`config.mk`:
```
export PLATFORM = sky130hd
export DESIGN_NAME = mazeTop
export DESIGN_NICKNAME = d
export VERILOG_FILES = /design/src/common/mazePkg.sv /design/src/hw/scanCounter.sv /design/src/maze/mazeRom.sv /design/src/collision/probeSampler.sv /design/src/collision/wallClassifier.sv /design/src/hw/ballControl.sv /design/src/hw/mazeTop.sv
export SDC_FILE = /design/constraint.sdc
export NUM_CORES = 1
export LEC_CHECK = 0
export ABC_AREA = 1
export BUFFER_PORTS_ARGS = -buffer_cell sky130_fd_sc_hd__buf_2
export CORE_UTILIZATION = 59
export CTS_BUF_LIST = sky130_fd_sc_hd__clkbuf_8
export CTS_CLUSTER_DIAMETER = 30
export DETAILED_ROUTE_END_ITERATION = 8
export GPL_TIMING_DRIVEN = 0
export PLACE_DENSITY = 0.86
export SLEW_MARGIN = 20
export SYNTH_ARGS = -nofsm -noshare
export SYNTH_HDL_FRONTEND = slang
export SYNTH_SLANG_ARGS = --single-unit
```
`constraint.sdc`:
```
create_clock -name Reset -period 3.9 [get_ports Reset]
set_input_delay 0.195 -clock Reset [delete_from_list [all_inputs] [get_ports Reset]]
set_output_delay 0.195 -clock Reset [all_outputs]
set_load 0.01 [all_outputs]
```
`src/maze/mazeMap.hex`:
```
// one tile row per line, eight tiles per row, column 0 in the top bit
// rows 6 and 7 are stored but lie outside the used map
00
04
04
04
70
00
00
00

```
`src/common/mazePkg.sv`:
```
package mazePkg;

	// screen coordinate, unsigned
	typedef logic [9:0] coordT;

	// per-frame velocity, bit 9 gives the direction
	typedef logic signed [9:0] velT;

	// reduced raster, visible area
	localparam int ScreenWidth = 64;
	localparam int ScreenHeight = 48;

	// full scan including blanking
	localparam int LineTotal = 72;
	localparam int FrameTotal = 52;

	// 8 by 8 pixel tiles
	localparam int TileShift = 3;

	// maze geometry in tiles
	localparam int MazeCols = 8;
	localparam int MazeRows = 6;
	localparam int MazeRowsStored = 8;

	// half size of the ball
	localparam int BallSize = 2;

	typedef struct packed
	{
		coordT x;
		coordT y;
	} pointT;

	typedef struct packed
	{
		velT xVel;
		velT yVel;
	} motionT;

	// wall bits of a tile and its four neighbours
	typedef struct packed
	{
		logic here;
		logic up;
		logic down;
		logic left;
		logic right;
	} mazeBitsT;

	// at most one flag is set at a time
	typedef struct packed
	{
		logic bottom;
		logic top;
		logic left;
		logic right;
	} wallT;

	typedef enum logic [1:0]
	{
		Idle,
		WaitFrame,
		Update
	} ctrlStateT;

endpackage

```
`src/hw/scanCounter.sv`:
```
module scanCounter import mazePkg::*;
(
	input  logic  Reset,
	input  logic  frame_clk,
	output pointT drawPos,
	output logic  frameStart,
	output logic  frameEnd
);

	coordT colNext;
	coordT lineNext;
	logic  lineWrap;

	// next scan position, counters run through blanking too
	always_comb
	begin
		lineWrap = (drawPos.x == coordT'(LineTotal - 1));
		colNext = lineWrap ? '0 : drawPos.x + 10'd1;
		if (!lineWrap)
			lineNext = drawPos.y;
		else if (drawPos.y == coordT'(FrameTotal - 1))
			lineNext = '0;
		else
			lineNext = drawPos.y + 10'd1;
	end

	always_ff @(posedge Reset or negedge frame_clk)
	begin
		if (!frame_clk)
		begin
			drawPos <= '0;
			frameStart <= 1'b0;
			frameEnd <= 1'b0;
		end
		else
		begin
			drawPos.x <= colNext;
			drawPos.y <= lineNext;
			// strobes registered together with the position they mark
			frameStart <= (colNext == '0) && (lineNext == '0);
			frameEnd <= (colNext == coordT'(LineTotal - 1)) &&
				(lineNext == coordT'(FrameTotal - 1));
		end
	end

	assert property (@(posedge Reset) disable iff (!frame_clk)
		!(frameStart && frameEnd));

	// a new frame always starts right after the last position
	assert property (@(posedge Reset) disable iff (!frame_clk)
		frameEnd |=> frameStart);

endmodule

```
`src/maze/mazeRom.sv`:
```
module mazeRom import mazePkg::*;
(
	input  pointT    drawPos,
	output mazeBitsT mazeBits
);

	// one word per tile row, column 0 sits in the top bit
	logic [MazeCols-1:0] mazeMem [MazeRowsStored];

	int tileRow;
	int tileCol;

	initial
	begin
		$readmemh("/design/src/maze/mazeMap.hex", mazeMem);
	end

	// tiles off the used map read as wall
	function automatic logic tileAt(input int row, input int col);
		logic isWall;
		if (row < 0 || row >= MazeRows || col < 0 || col >= MazeCols)
			isWall = 1'b1;
		else
			isWall = mazeMem[row[2:0]][MazeCols - 1 - col];
		return isWall;
	endfunction

	always_comb
	begin
		tileRow = int'(drawPos.y >> TileShift);
		tileCol = int'(drawPos.x >> TileShift);

		mazeBits.here = tileAt(tileRow, tileCol);
		mazeBits.up = tileAt(tileRow - 1, tileCol);
		mazeBits.down = tileAt(tileRow + 1, tileCol);
		mazeBits.left = tileAt(tileRow, tileCol - 1);
		mazeBits.right = tileAt(tileRow, tileCol + 1);
	end

endmodule

```
`src/collision/probeSampler.sv`:
```
module probeSampler import mazePkg::*;
(
	input  logic     Reset,
	input  logic     frame_clk,
	input  pointT    drawPos,
	input  mazeBitsT mazeBits,
	input  pointT    ballPos,
	input  logic     frameStart,
	input  logic     frameEnd,
	output mazeBitsT heldBits,
	output logic     frameDone
);

	mazeBitsT captBits;
	logic     atBall;

	// scan point sits on the ball centre
	assign atBall = (drawPos == ballPos);

	always_ff @(posedge Reset or negedge frame_clk)
	begin
		if (!frame_clk)
		begin
			captBits <= '0;
			heldBits <= '0;
			frameDone <= 1'b0;
		end
		else
		begin
			// the ball's own pixel wins over the frame start clear
			if (atBall)
				captBits <= mazeBits;
			else if (frameStart)
				captBits <= '0;

			// handed over at frame end and held for the whole next frame
			if (frameEnd)
				heldBits <= atBall ? mazeBits : captBits;

			frameDone <= frameEnd;
		end
	end

	assert property (@(posedge Reset) disable iff (!frame_clk)
		frameEnd |=> frameDone);

endmodule

```
`src/collision/wallClassifier.sv`:
```
module wallClassifier import mazePkg::*;
(
	input  mazeBitsT heldBits,
	input  pointT    ballPos,
	input  motionT   motion,
	output wallT     wall
);

	logic edgeBottom;
	logic edgeTop;
	logic edgeLeft;
	logic edgeRight;
	logic vertWall;
	logic horzWall;

	always_comb
	begin
		// screen edges, measured from the ball rim
		edgeBottom = (ballPos.y + BallSize) >= (ScreenHeight - 1);
		edgeTop = ballPos.y <= BallSize;
		edgeLeft = ballPos.x <= BallSize;
		edgeRight = (ballPos.x + BallSize) >= (ScreenWidth - 1);

		// ball inside a wall tile, which way does the wall run
		vertWall = heldBits.here && (heldBits.up || heldBits.down);
		horzWall = heldBits.here && (heldBits.left || heldBits.right);
	end

	always_comb
	begin
		wall = '0;
		if (edgeBottom)
			wall.bottom = 1'b1;
		else if (edgeTop)
			wall.top = 1'b1;
		else if (edgeLeft)
			wall.left = 1'b1;
		else if (edgeRight)
			wall.right = 1'b1;
		else if (vertWall)
		begin
			// sign bit picks the face the ball is heading into
			if (motion.yVel[9])
				wall.top = 1'b1;
			else
				wall.bottom = 1'b1;
		end
		else if (horzWall)
		begin
			if (motion.xVel[9])
				wall.left = 1'b1;
			else
				wall.right = 1'b1;
		end
	end

	// ballControl relies on a single flag per frame
	always_comb
	begin
		assert ($onehot0(wall));
	end

endmodule

```
`src/hw/ballControl.sv`:
```
module ballControl import mazePkg::*;
(
	input  logic   Reset,
	input  logic   frame_clk,
	input  logic   start,
	input  pointT  startPos,
	input  motionT startVel,
	input  logic   frameDone,
	input  wallT   wall,
	output pointT  ballPos,
	output motionT motion
);

	ctrlStateT state;
	motionT    nextMotion;

	// bounce off whatever the last frame reported
	always_comb
	begin
		nextMotion = motion;
		if (wall.top || wall.bottom)
			nextMotion.yVel = -motion.yVel;
		if (wall.left || wall.right)
			nextMotion.xVel = -motion.xVel;
	end

	always_ff @(posedge Reset or negedge frame_clk)
	begin
		if (!frame_clk)
		begin
			state <= Idle;
			ballPos <= '0;
			motion <= '0;
		end
		else
		begin
			case (state)
				Idle:
				begin
					// follow the start inputs until released
					ballPos <= startPos;
					motion <= startVel;
					if (start)
						state <= WaitFrame;
				end
				WaitFrame:
				begin
					if (frameDone)
						state <= start ? Update : Idle;
				end
				Update:
				begin
					motion <= nextMotion;
					// position moves by the already bounced velocity
					ballPos.x <= ballPos.x + coordT'(nextMotion.xVel);
					ballPos.y <= ballPos.y + coordT'(nextMotion.yVel);
					state <= WaitFrame;
				end
				default:
				begin
					state <= Idle;
				end
			endcase
		end
	end

	assert property (@(posedge Reset) disable iff (!frame_clk)
		(state == Update) |=> (state == WaitFrame));

endmodule

```
`src/hw/mazeTop.sv`:
```
module mazeTop import mazePkg::*;
(
	input  logic   Reset,
	input  logic   frame_clk,
	input  logic   start,
	input  pointT  startPos,
	input  motionT startVel,
	output pointT  ballPos,
	output motionT motion,
	output wallT   wall,
	output logic   frameDone
);

	pointT    drawPos;
	logic     frameStart;
	logic     frameEnd;
	mazeBitsT mazeBits;
	mazeBitsT heldBits;

	scanCounter scanCounter_i
	(
		.Reset      (Reset),
		.frame_clk  (frame_clk),
		.drawPos    (drawPos),
		.frameStart (frameStart),
		.frameEnd   (frameEnd)
	);

	mazeRom mazeRom_i
	(
		.drawPos  (drawPos),
		.mazeBits (mazeBits)
	);

	probeSampler probeSampler_i
	(
		.Reset      (Reset),
		.frame_clk  (frame_clk),
		.drawPos    (drawPos),
		.mazeBits   (mazeBits),
		.ballPos    (ballPos),
		.frameStart (frameStart),
		.frameEnd   (frameEnd),
		.heldBits   (heldBits),
		.frameDone  (frameDone)
	);

	wallClassifier wallClassifier_i
	(
		.heldBits (heldBits),
		.ballPos  (ballPos),
		.motion   (motion),
		.wall     (wall)
	);

	ballControl ballControl_i
	(
		.Reset     (Reset),
		.frame_clk (frame_clk),
		.start     (start),
		.startPos  (startPos),
		.startVel  (startVel),
		.frameDone (frameDone),
		.wall      (wall),
		.ballPos   (ballPos),
		.motion    (motion)
	);

endmodule

```
==> results.ini <==
[sta]
worst_slack_ps=295
finalSetupViolCount=0
fmax_ghz=0.277
hold_viol=0
worst_slew_pin_slew_ps=641
finalSetupTns_ps=0
period_needed_ps=3610
final_max_slew_viol_count=0
relSlewSlack_pct=57.3
fin_skew_ps=11.7
fin_crit_sh_pct=92.4
rsz0062_at_grt=false

[worst_setup_path]
path_max_fanout=10
crit_arrival_ps=3900
worst_setup_path_start_kind=flip-flop
r2r_end=ballControl_i.ballPos[17]
crit_type=reg2reg
r2r_cells=21
cp.required_ps=4200
r2r_slack_ps=290
reg2reg_from=ballControl_i.ballPos[12]
crit_path_end_kind=flip-flop

[global_route]
met1_usage_pct=45.3
grt_usage_pct=33.6
grt_pass1_vias=4943
grt_pass1_wl_um=23300
use_met3_pct=4.42
gr-total-overflow=0
grt_max_degree=47
grt_use_met2_pct=54.1
top_usage_layer=met2
antenna_found_initial=0

[floorplan]
die_y_um=96.0
dieWidth_um=96.0
core_area_um2=8380
num_rows=33
die_area_um2=9220
floorplan.initialDensity_pct=62.2
io_pins=88

[cts]
htree_levels=3
clkSinkCount=67
cts-root-buf=clkbuf_8
clock_insertion_delay_worst_skew_ps=360
clock_path_buffers=2
clkSlewWorstSetupHoldPaths_ps=80
cts_made_buffers=9
cts_tree=done

[run_status]
status=completed

[synth]
synth_top_area_cell=dfrtp_1
synth_edf_count=0
netlist_instances=732
synth-async-reset-ratio_pct=100
synthFlopType=dfrtp_1
syn_area_um2=5210
synth_top_area_share_pct=32.2
yosysMostFrequentCell=nand2_1
ys_warn_count=0
yosys-top-cells-area=dfrtp_1, nand2_1, inv_1
syn_avg_cell_area_um2=7.12
synthDistinctLibCells=45
yosysSeqAreaShare_pct=32.2
synth.net_count=802
ys_ff_latch=67
synthTopCellsByCount=nand2_1, inv_1, nor2_1, dfrtp_1, nand3_1

[power]
p_leak_nw=2.95
ir_worst_vdd_uv=146
p_per_area_nw_per_um2=221

[placed_design]
port_buffers=87
place_hpwl_um=11000
place_ws_ps=312
gp_congestion=0.967

[finish]
drive_above_1_share_pct=20.1
area_growth_pct=15.5
fin_nets=902
antenna_cells=0
fill_cells=736

[detailed_routing]
drtAntennaViolNets=0
drc=0
via_count=5310
viasPerCell=5.64
wl_um=14500
drt_iter0_drc=341
drtPass1Iterations=6
wl_per_cell_um=15.4

[hold_path]
hold_depth=3
holdPathEnd=ballControl_i.motion[12]
hold_path.class=in2reg
hold_start=startVel[12]

[flow_run]
cap_violations=0

[registers in the layout (all words and copies together), names as in the netlist]
| register | cells |
|---|---|
| ballControl_i.ballPos | 20 |
| ballControl_i.motion | 20 |
| scanCounter_i.drawPos | 20 |
| ballControl_i.state | 2 |
| probeSampler_i.captBits | 1 |
| probeSampler_i.frameDone | 1 |
| probeSampler_i.heldBits | 1 |
| scanCounter_i.frameEnd | 1 |
| scanCounter_i.frameStart | 1 |
[layer usage]
metal / routed length, um / vias up / part of all wire (%)
li1: - / 2562 / -
met1: 6040 / 2442 / 42
met2: 6740 / 268 / 47
met3: 1240 / 38 / 8.5
met4: 450 / 0 / 3.1
met5: 0 / - / 0
[timing repair]
| action | in CTS | in global routing |
|---|---|---|
| buffers inserted | 0 | 0 |
| hold endpoints to repair | 21 | 0 |
| endpoints found under the setup margin | 0 | 3 |
| resized for setup | 0 | 5 |
| hold buffers | 1 | 0 |
[cell families (layout without fill, tap and decap cells)]
logic type               after synthesis  count (layout)  share of synthesized area (%)
AO/OA/AOI/OAI                         89              89                           10.2
AND/OR/NAND/NOR                      386             386                           34.8
XOR/XNOR                              32              32                           6.24
buffers and inverters                131             236                           9.82
flip-flops                            67              67                           32.2
adder cells (fa/ha/maj)               27              27                           6.77
[area by class of cell]
| class | count | area (um2) | area share [%] |
|---|---|---|---|
| inverter | 117 | 439 | 7.30 |
| multi-input combinational | 534 | 3030 | 50.3 |
| sequential | 67 | 1680 | 27.9 |
| tap | 105 | 131 | 2.18 |
| buffer | 14 | 72.6 | 1.21 |
| clock buffer | 9 | 124 | 2.06 |
| clock inverter | 7 | 68.8 | 1.14 |
| timing repair buffer | 89 | 475 | 7.90 |
[cells in the final DEF, fill, tap and decap left out, drive strengths merged, types with 2 or more instances in the layout]
cell type,Yosys,layout
inv,116,118
clkbuf,11,20
nand3,60,60
fa,2,2
nor2,73,73
xor2,27,27
nor4,10,10
nand3b,2,2
nand4,16,16
a31oi,4,4
clkinv,1,4
o21bai,2,2
dfrtp,67,67
a21oi,16,16
nand2,199,199
buf,3,91
nor3,16,16
xnor2,5,5
or2,8,8
o21ai,40,40
ha,25,25
a22oi,23,23
[worst max-delay path, stage by stage (launching register included)]
cell      delay [ps]
dfrtp_1          530
ha_1             300
inv_1             70
nor2_1            60
nand2_1           70
nand2_1           50
nor2_1           140
nand2_1          120
nand3_2          160
nand2_4          120
o21ai_0          460
inv_1             90
ha_1             310
nand2_1           60
nor2_1            60
a211oi_1         260
nor2_1            90
o21ai_0          190
nand2_1          100
a21oi_1          130
o21ai_0           90
nand2_1           60
[power breakdown]
group	switching [mW]	leakage [nW]	internal, mW
registers	0	0.707	0.694
clock network	0.304	0.101	0.294
logic	0.0208	2.14	0.0184
[metrics by stage]
stage               hold slack [ps]  instances  power [mW]  cell area, um2  utilization, %
floorplan                      -101        732       0.708            5210               -
global placement                406        924       0.743            5780            69.0
detailed placement              117        925       0.748            5810            69.3
CTS                            39.2        942        1.34            6010            71.7
global route                   45.4        942        1.37            6020            71.8
finish                         46.5        942        1.33            6020            71.8
[how the worst max path moves through the flow]
| stage | start | to | depth (start not counted) |
|---|---|---|---|
| after global routing | ballControl_i.ballPos[12] | ballControl_i.ballPos[8] | 23 |
| after global placement | ballControl_i.ballPos[2] | ballControl_i.ballPos[18] | 22 |
| after detailed placement | ballControl_i.ballPos[2] | ballControl_i.ballPos[18] | 22 |
| after floorplan | ballControl_i.ballPos[1] | ballControl_i.ballPos[18] | 22 |
| final | ballControl_i.ballPos[12] | ballControl_i.ballPos[17] | 21 |
| after CTS | ballControl_i.ballPos[2] | ballControl_i.ballPos[8] | 24 |
(Power assumes the default switching activity.)
